[src/source/video_pkg.sv]
// shared raster constants, register map, bus and pixel types for the hdmi video path
package video_pkg;

    // horizontal raster, in pixel clocks
    localparam int H_ACTIVE = 16;
    localparam int H_FP     = 2;
    localparam int H_SYNC   = 4;
    localparam int H_BP     = 2;
    localparam int H_TOTAL  = H_ACTIVE + H_FP + H_SYNC + H_BP;

    // vertical raster, in lines
    localparam int V_ACTIVE = 8;
    localparam int V_FP     = 1;
    localparam int V_SYNC   = 2;
    localparam int V_BP     = 1;
    localparam int V_TOTAL  = V_ACTIVE + V_FP + V_SYNC + V_BP;

    localparam int POS_W = 5;

    localparam int APB_AW = 4;
    localparam int APB_DW = 32;

    localparam logic [APB_AW-1:0] ADDR_CTRL   = 4'h0;
    localparam logic [APB_AW-1:0] ADDR_COLOR  = 4'h4;
    localparam logic [APB_AW-1:0] ADDR_STATUS = 4'h8;

    // tmds control symbols, indexed by {c1, c0}
    localparam logic [9:0] TMDS_CTRL_00 = 10'b1101010100;
    localparam logic [9:0] TMDS_CTRL_01 = 10'b0010101011;
    localparam logic [9:0] TMDS_CTRL_10 = 10'b0101010100;
    localparam logic [9:0] TMDS_CTRL_11 = 10'b1010101011;

    typedef enum logic [1:0] {
        PAT_SOLID      = 2'd0,
        PAT_H_RAMP     = 2'd1,
        PAT_COLOR_BARS = 2'd2,
        PAT_CHECKER    = 2'd3
    } pattern_mode_e;

    typedef struct packed {
        logic              psel;
        logic              penable;
        logic              pwrite;
        logic [APB_AW-1:0] paddr;
        logic [APB_DW-1:0] pwdata;
    } apb_req_t;

    typedef struct packed {
        logic [APB_DW-1:0] prdata;
        logic              pready;
        logic              pslverr;
    } apb_rsp_t;

    typedef struct packed {
        logic          enable;
        pattern_mode_e mode;
        logic [23:0]   color;
    } video_cfg_t;

    typedef struct packed {
        logic             hsync;
        logic             vsync;
        logic             de;
        logic [POS_W-1:0] x;
        logic [POS_W-1:0] y;
    } timing_t;

    typedef struct packed {
        logic [7:0] red;
        logic [7:0] green;
        logic [7:0] blue;
    } rgb_t;

    // lane0 blue, lane1 green, lane2 red
    typedef struct packed {
        logic [9:0] lane0;
        logic [9:0] lane1;
        logic [9:0] lane2;
    } tmds_lanes_t;

endpackage
[src/source/hdmi_out_top.sv]
// pixel domain hdmi output, apb configured, producing three tmds symbol lanes
module hdmi_out_top
import video_pkg::*;
(
    input  logic        pixel_clk,
    input  logic        external_resetn,

    input  apb_req_t    apb_req_i,
    output apb_rsp_t    apb_rsp_o,

    output tmds_lanes_t tmds_o
);

video_cfg_t cfg;
timing_t    raster;
timing_t    pix_timing;
rgb_t       pixel;
logic       frame_start;

apb_video_regs u_apb_video_regs (
    .pixel_clk       (pixel_clk),
    .external_resetn (external_resetn),
    .apb_req_i       (apb_req_i),
    .frame_start_i   (frame_start),
    .apb_rsp_o       (apb_rsp_o),
    .cfg_o           (cfg)
);

video_timing_gen u_video_timing_gen (
    .pixel_clk       (pixel_clk),
    .external_resetn (external_resetn),
    .enable_i        (cfg.enable),
    .timing_o        (raster),
    .frame_start_o   (frame_start)
);

pattern_gen u_pattern_gen (
    .pixel_clk       (pixel_clk),
    .external_resetn (external_resetn),
    .cfg_i           (cfg),
    .timing_i        (raster),
    .pixel_o         (pixel),
    .timing_o        (pix_timing)
);

// syncs ride on the blue lane only
tmds_encoder u_tmds_lane0 (
    .pixel_clk       (pixel_clk),
    .external_resetn (external_resetn),
    .data_i          (pixel.blue),
    .c0_i            (pix_timing.hsync),
    .c1_i            (pix_timing.vsync),
    .de_i            (pix_timing.de),
    .symbol_o        (tmds_o.lane0)
);

tmds_encoder u_tmds_lane1 (
    .pixel_clk       (pixel_clk),
    .external_resetn (external_resetn),
    .data_i          (pixel.green),
    .c0_i            (1'b0),
    .c1_i            (1'b0),
    .de_i            (pix_timing.de),
    .symbol_o        (tmds_o.lane1)
);

tmds_encoder u_tmds_lane2 (
    .pixel_clk       (pixel_clk),
    .external_resetn (external_resetn),
    .data_i          (pixel.red),
    .c0_i            (1'b0),
    .c1_i            (1'b0),
    .de_i            (pix_timing.de),
    .symbol_o        (tmds_o.lane2)
);

endmodule

[src/source/tmds_encoder.sv]
// single lane tmds 8b/10b encoder, instantiated once per color channel
module tmds_encoder
import video_pkg::*;
(
    input  logic       pixel_clk,
    input  logic       external_resetn,

    input  logic [7:0] data_i,
    input  logic       c0_i,
    input  logic       c1_i,
    input  logic       de_i,

    output logic [9:0] symbol_o
);

logic [8:0]        q_m;
logic [3:0]        n1_data;
logic [3:0]        n1_qm;
logic              use_xnor;
logic signed [5:0] balance;
logic signed [5:0] disparity;
logic signed [5:0] disparity_d;
logic [9:0]        symbol_d;
logic [9:0]        ctrl_sym;

function automatic logic [3:0] count_ones(input logic [7:0] v);
    logic [3:0] n;
    n = '0;
    for (int i = 0; i < 8; i++) begin
        n = n + {3'b0, v[i]};
    end
    return n;
endfunction

assign n1_data  = count_ones(data_i);
assign use_xnor = (n1_data > 4'd4) || ((n1_data == 4'd4) && !data_i[0]);

// stage 1, transition minimization
always_comb begin
    q_m[0] = data_i[0];
    for (int i = 1; i < 8; i++) begin
        q_m[i] = use_xnor ? ~(q_m[i-1] ^ data_i[i]) : (q_m[i-1] ^ data_i[i]);
    end
    q_m[8] = ~use_xnor;
end

assign n1_qm   = count_ones(q_m[7:0]);
// ones minus zeros of the minimized byte
assign balance = $signed({1'b0, n1_qm, 1'b0}) - 6'sd8;

// stage 2, dc balancing against the running disparity
always_comb begin
    if (disparity == 6'sd0 || balance == 6'sd0) begin
        symbol_d = {~q_m[8], q_m[8], q_m[8] ? q_m[7:0] : ~q_m[7:0]};
        if (q_m[8]) begin
            disparity_d = disparity + balance;
        end else begin
            disparity_d = disparity - balance;
        end
    end else if ((disparity > 6'sd0 && balance > 6'sd0) ||
                 (disparity < 6'sd0 && balance < 6'sd0)) begin
        // invert to pull the disparity back toward zero
        symbol_d    = {1'b1, q_m[8], ~q_m[7:0]};
        disparity_d = disparity + $signed({4'b0, q_m[8], 1'b0}) - balance;
    end else begin
        symbol_d    = {1'b0, q_m[8], q_m[7:0]};
        disparity_d = disparity - $signed({4'b0, ~q_m[8], 1'b0}) + balance;
    end
end

always_comb begin
    case ({c1_i, c0_i})
        2'b00:   ctrl_sym = TMDS_CTRL_00;
        2'b01:   ctrl_sym = TMDS_CTRL_01;
        2'b10:   ctrl_sym = TMDS_CTRL_10;
        default: ctrl_sym = TMDS_CTRL_11;
    endcase
end

always_ff @(posedge pixel_clk or negedge external_resetn) begin
    if (!external_resetn) begin
        symbol_o  <= TMDS_CTRL_00;
        disparity <= '0;
    end else if (de_i) begin
        symbol_o  <= symbol_d;
        disparity <= disparity_d;
    end else begin
        // blanking restarts the balance from zero
        symbol_o  <= ctrl_sym;
        disparity <= '0;
    end
end

endmodule

[src/source/pattern_gen.sv]
// test pattern source, one register stage for pixel and timing together
module pattern_gen
import video_pkg::*;
(
    input  logic       pixel_clk,
    input  logic       external_resetn,

    input  video_cfg_t cfg_i,
    input  timing_t    timing_i,

    output rgb_t       pixel_o,
    output timing_t    timing_o
);

rgb_t       pix_d;
logic [2:0] bar_idx;
logic [7:0] ramp;
logic       check_on;

// two pixels per bar
assign bar_idx  = timing_i.x[3:1];
assign ramp     = {timing_i.x[3:0], 4'b0000};
assign check_on = timing_i.x[1] ^ timing_i.y[1];

always_comb begin
    pix_d = '0;
    if (timing_i.de) begin
        case (cfg_i.mode)
            PAT_SOLID: begin
                pix_d = rgb_t'(cfg_i.color);
            end
            PAT_H_RAMP: begin
                pix_d.red   = ramp;
                pix_d.green = ramp;
                pix_d.blue  = ramp;
            end
            PAT_COLOR_BARS: begin
                pix_d.red   = {8{bar_idx[0]}};
                pix_d.green = {8{bar_idx[1]}};
                pix_d.blue  = {8{bar_idx[2]}};
            end
            PAT_CHECKER: begin
                pix_d = {24{check_on}};
            end
            default: begin
                pix_d = '0;
            end
        endcase
    end
end

// pixel and its timing leave on the same edge
always_ff @(posedge pixel_clk or negedge external_resetn) begin
    if (!external_resetn) begin
        pixel_o  <= '0;
        timing_o <= '0;
    end else begin
        pixel_o  <= pix_d;
        timing_o <= timing_i;
    end
end

endmodule

[src/source/video_timing_gen.sv]
// raster counters that produce registered syncs, data enable and pixel position
module video_timing_gen
import video_pkg::*;
(
    input  logic    pixel_clk,
    input  logic    external_resetn,

    input  logic    enable_i,

    output timing_t timing_o,
    output logic    frame_start_o
);

logic [POS_W-1:0] h_cnt;
logic [POS_W-1:0] v_cnt;
timing_t          timing_d;
logic             line_end;
logic             frame_end;

assign line_end  = (h_cnt == POS_W'(H_TOTAL - 1));
assign frame_end = (v_cnt == POS_W'(V_TOTAL - 1));

// decode the current counter position
always_comb begin
    timing_d.x     = h_cnt;
    timing_d.y     = v_cnt;
    timing_d.de    = (h_cnt < POS_W'(H_ACTIVE)) && (v_cnt < POS_W'(V_ACTIVE));
    timing_d.hsync = (h_cnt >= POS_W'(H_ACTIVE + H_FP)) &&
                     (h_cnt <  POS_W'(H_ACTIVE + H_FP + H_SYNC));
    timing_d.vsync = (v_cnt >= POS_W'(V_ACTIVE + V_FP)) &&
                     (v_cnt <  POS_W'(V_ACTIVE + V_FP + V_SYNC));
end

always_ff @(posedge pixel_clk or negedge external_resetn) begin
    if (!external_resetn) begin
        h_cnt         <= '0;
        v_cnt         <= '0;
        timing_o      <= '0;
        frame_start_o <= 1'b0;
    end else if (!enable_i) begin
        // parked at origin, all syncs low
        h_cnt         <= '0;
        v_cnt         <= '0;
        timing_o      <= '0;
        frame_start_o <= 1'b0;
    end else begin
        timing_o      <= timing_d;
        frame_start_o <= (h_cnt == '0) && (v_cnt == '0);

        if (line_end) begin
            h_cnt <= '0;
            if (frame_end) begin
                v_cnt <= '0;
            end else begin
                v_cnt <= v_cnt + 1'b1;
            end
        end else begin
            h_cnt <= h_cnt + 1'b1;
        end
    end
end

endmodule

[src/source/apb_video_regs.sv]
// apb slave with the video control, solid color and frame count registers
module apb_video_regs
import video_pkg::*;
(
    input  logic       pixel_clk,
    input  logic       external_resetn,

    input  apb_req_t   apb_req_i,
    input  logic       frame_start_i,

    output apb_rsp_t   apb_rsp_o,
    output video_cfg_t cfg_o
);

video_cfg_t        cfg_q;
logic [APB_DW-1:0] frame_cnt;
logic [APB_DW-1:0] rdata;
logic              access;
logic              addr_ok;
logic              slv_err;
logic              wr_en;

// zero wait states, so every access phase completes on this edge
assign access  = apb_req_i.psel & apb_req_i.penable;

assign addr_ok = (apb_req_i.paddr == ADDR_CTRL) ||
                 (apb_req_i.paddr == ADDR_COLOR) ||
                 (apb_req_i.paddr == ADDR_STATUS);

// status is read only
assign slv_err = access &&
                 (!addr_ok || (apb_req_i.pwrite && apb_req_i.paddr == ADDR_STATUS));

assign wr_en   = access && apb_req_i.pwrite && !slv_err;

always_ff @(posedge pixel_clk or negedge external_resetn) begin
    if (!external_resetn) begin
        cfg_q <= '0;
    end else if (wr_en) begin
        case (apb_req_i.paddr)
            ADDR_CTRL: begin
                cfg_q.enable <= apb_req_i.pwdata[0];
                cfg_q.mode   <= pattern_mode_e'(apb_req_i.pwdata[2:1]);
            end
            ADDR_COLOR: begin
                cfg_q.color <= apb_req_i.pwdata[23:0];
            end
            default: begin
                cfg_q <= cfg_q;
            end
        endcase
    end
end

// free running, wraps at 32 bits
always_ff @(posedge pixel_clk or negedge external_resetn) begin
    if (!external_resetn) begin
        frame_cnt <= '0;
    end else if (frame_start_i) begin
        frame_cnt <= frame_cnt + 1'b1;
    end
end

always_comb begin
    case (apb_req_i.paddr)
        ADDR_CTRL:   rdata = {29'b0, cfg_q.mode, cfg_q.enable};
        ADDR_COLOR:  rdata = {8'b0, cfg_q.color};
        ADDR_STATUS: rdata = frame_cnt;
        default:     rdata = '0;
    endcase
end

// read data only driven in the access phase of a read
assign apb_rsp_o.prdata  = (access && !apb_req_i.pwrite) ? rdata : '0;
assign apb_rsp_o.pready  = 1'b1;
assign apb_rsp_o.pslverr = slv_err;

assign cfg_o = cfg_q;

endmodule

[config.mk]
export PLATFORM = sky130hd
export DESIGN_NAME = hdmi_out_top
export DESIGN_NICKNAME = d
export VERILOG_FILES = /design/src/source/video_pkg.sv /design/src/source/hdmi_out_top.sv /design/src/source/tmds_encoder.sv /design/src/source/pattern_gen.sv /design/src/source/video_timing_gen.sv /design/src/source/apb_video_regs.sv
export SDC_FILE = /design/constraint.sdc
export NUM_CORES = 1
export LEC_CHECK = 0
export BUFFER_PORTS_ARGS = -buffer_cell sky130_fd_sc_hd__clkbuf_2
export CAP_MARGIN = 15
export CORE_ASPECT_RATIO = 1.1
export CORE_MARGIN = 2
export CORE_UTILIZATION = 64
export DETAILED_ROUTE_END_ITERATION = 7
export PLACE_DENSITY = 0.95
export SYNTH_ARGS = -nofsm -noshare
export SYNTH_HDL_FRONTEND = slang
export SYNTH_SLANG_ARGS = --single-unit
[constraint.sdc]
create_clock -name pixel_clk -period 16.85 [get_ports pixel_clk]
set_input_delay 2.5275 -clock pixel_clk [delete_from_list [all_inputs] [get_ports pixel_clk]]
set_output_delay 2.5275 -clock pixel_clk [all_outputs]
set_load 0.01 [all_outputs]
==> metrics.txt <==
status finished clean; Cell variety after synth 54; Max rail drop VDD 154 uV; Post-Syn Nets 1224; Critical Path RT 17170 ps; CTS resizes 0; CP max stage delay 580 ps; GPL Wtd Cong 0.884; FF-to-FF path depth 32; initial antenna violation count 0; Global Route met2 Usage 48.8%; CP Class reg2reg; RSZ-0062 raised after global routing no; CP endpoint kind flip-flop; register-to-register setup slack 7830 ps; clock root buffer clkbuf_16; leak pwr 0.00589 uW; vias after detailed routing 8062; Max Root-Sink Buffers 2; DRC marker count from the first detailed-route iteration 774; nets 1306; global-route layer with the greatest usage met2; total length of routed wires 25100 um; post-synthesis area per instance 10.1 sq um; Critical Path AT 9340 ps; hold buffers post-CTS 0; Fin Clk Skew 9.33 ps; hold crit path type reg2reg; H-tree depth 4; Worst-path clk slew 70 ps; share of synthesized registers carrying an async set or reset 100%; Chip Width 126 um; sequential-to-total area share from yosys stat 35.9%; post-route ant nets 0; final setup TNS 0 ps; Max-Cap Viols 0; post-synth top area cell dfrtp_1; clk_lat worst skew 440 ps; first-pass GRT wire length 41500 um; Final HPWL DP 17300 um; fmax 111 MHz; TritonCTS clock tree yes; GRT Total Usage 29.6%; Initial Util 64.9%; EDFF count, synth 0; vias per cell 6.01; fin. max-slew vios 0; Fill cells 1012; ant diodes 0; die area 17500 sq um; die height 138 um; Power Density 236 nW/um^2; # setup viols final 0; register bit total from synthesis 150; drt drc 0; GR Layer Usage met1 37.7%; grt met3 use 6.62%; critical path peak fanout 6; worst-margin pin slew 1160 ps; grt total ovfl 0; period utilization 53.5%; port bufs 95; drt pass-1 iters 5; synthesized cell area 10500 sq um; proportion of layout cells with a drive suffix above 1 17.4%; pin count of the biggest net entering global routing 85; Setup Buffers After CTS 0; critical path startpoint category flip-flop; CTS buffer count 17; time the worst path needs with I/O delays and setup 9020 ps; Ports 105; vias in the first global route 8333; Layout area overhead 11.5%; Sink Count 150; post-synth top area share 32.2%; Hold Crit Depth 0; core box area 16200 sq um; FP Rows 49; Post-Synthesis Cells 1042; slowest cell on the critical path fa_1; total power 2760 uW; Main synth FF type dfrtp_1; Avg WL per Cell 18.7 um; synth top area cells dfrtp_1 32%, ha_1 12%, fa_1 8.0%, xnor2_1 7.8%, inv_1 4.3%; hold violation count in the final report 0; Worst slew margin 22.6%; Ys Warns 0
[metrics by stage]
step                      instances  hold WS (ps)  utilization, %  setup slack, ps  cell area [sq um]
final                          1341           362            72.4             7830              11700
after global routing           1341           365            72.4             7460              11700
after CTS                      1341           360            72.4             7950              11700
after detailed placement       1309           341            68.7             8330              11100
after global placement         1309           332            68.7             8720              11100
after floorplan                1042           331               -             9140              10500
[sequential cells by signal, indices dropped and copies added, names as in the netlist]
register                          cells
u_apb_video_regs.frame_cnt           32
u_apb_video_regs.cfg_o               27
u_pattern_gen.pixel_o                24
u_tmds_lane0.symbol_o                10
u_tmds_lane1.symbol_o                10
u_tmds_lane2.symbol_o                10
u_video_timing_gen.timing_o           8
u_tmds_lane0.disparity                5
u_tmds_lane1.disparity                5
u_tmds_lane2.disparity                5
u_video_timing_gen.h_cnt              5
u_video_timing_gen.v_cnt              5
u_pattern_gen.timing_o                3
u_video_timing_gen.frame_start_o      1
[path summary, 6_finish.rpt]
path                                                   end                             from
worst max-delay path             u_tmds_lane2.disparity[5]        u_pattern_gen.pixel_o[16]
worst min-delay path            u_pattern_gen.timing_o[11]  u_video_timing_gen.timing_o[11]
worst max register to register   u_tmds_lane2.disparity[5]        u_pattern_gen.pixel_o[16]
worst min register to register  u_pattern_gen.timing_o[11]  u_video_timing_gen.timing_o[11]
max in group asynchronous         u_tmds_lane2.symbol_o[1]                  external_resetn
min in group asynchronous       u_apb_video_regs.cfg_o[23]                  external_resetn
[layout make-up]
| class | instances | area (sq um) | share of cell area, % |
|---|---|---|---|
| Inverter | 121 | 454 | 3.88 |
| Clock buffer | 19 | 443 | 3.78 |
| Timing Repair Buffer | 100 | 519 | 4.43 |
| Sequential cell | 150 | 3770 | 32.2 |
| Multi-Input combinational cell | 734 | 6130 | 52.3 |
| Clock inverter | 13 | 148 | 1.26 |
| Tap cell | 204 | 255 | 2.18 |
[cell usage after synthesis, types with 5 or more instances]
| cell | count |
|---|---|
| a211oi_1 | 12 |
| a21boi_0 | 11 |
| a21o_1 | 24 |
| a21oi_1 | 43 |
| a22oi_1 | 25 |
| and2_1 | 16 |
| and3_1 | 19 |
| and4_1 | 7 |
| buf_2 | 5 |
| clkbuf_1 | 30 |
| dfrtp_1 | 135 |
| dfstp_2 | 15 |
| fa_1 | 42 |
| ha_1 | 99 |
| inv_1 | 120 |
| mux2_2 | 33 |
| mux2i_1 | 11 |
| nand2_1 | 51 |
| nand3_1 | 18 |
| nand4_1 | 9 |
| nor2_1 | 86 |
| nor2b_1 | 7 |
| nor3_1 | 7 |
| nor3b_1 | 5 |
| o21ai_0 | 30 |
| xnor2_1 | 94 |
| xor2_1 | 37 |
[cells by family after synthesis]
kind of cell | count (synthesis) | synth area share (%)
and+or+nand+nor | 240 | 11.2
AOI/OAI and AO/OA | 174 | 11.2
buffers and inverters | 158 | 5.78
DFF | 150 | 35.9
adders and majority gates | 141 | 19.8
xor gates and xnor gates | 134 | 11.5
muxes | 44 | 4.59
other | 1 | 0.0357
[layer usage]
layer  routed length [um]  part of all wire [%]
met5                    0                     0
met4                  949                   3.8
met3                 1820                   7.3
met2                12400                    49
met1                 9940                    40
[worst max-delay path, delay by kind of cell, from the launching register on]
kind | cells | cell delay, ps
compound gates | 5 | 1090
xor+xnor | 2 | 450
fa+ha+maj | 13 | 5140
buf+inv | 8 | 740
simple gates | 4 | 1000
flops | 1 | 450
[cells in the final DEF, fill, tap and decap left out, types with 33 or more instances in the layout]
cell	Yosys	routed
xnor2_1	94	94
dfrtp_1	135	135
ha_1	99	99
a21oi_1	43	43
xor2_1	37	37
nor2_1	86	86
fa_1	42	42
clkbuf_2	0	94
mux2_2	33	33
nand2_1	51	51
inv_1	120	120
[where the power goes]
part	internal [uW]	total [uW]	switching, uW
sequential	406	451	44.7
combinational	838	1930	1090
clock	224	386	162
Note: power is estimated with default switching activity, not from simulation.
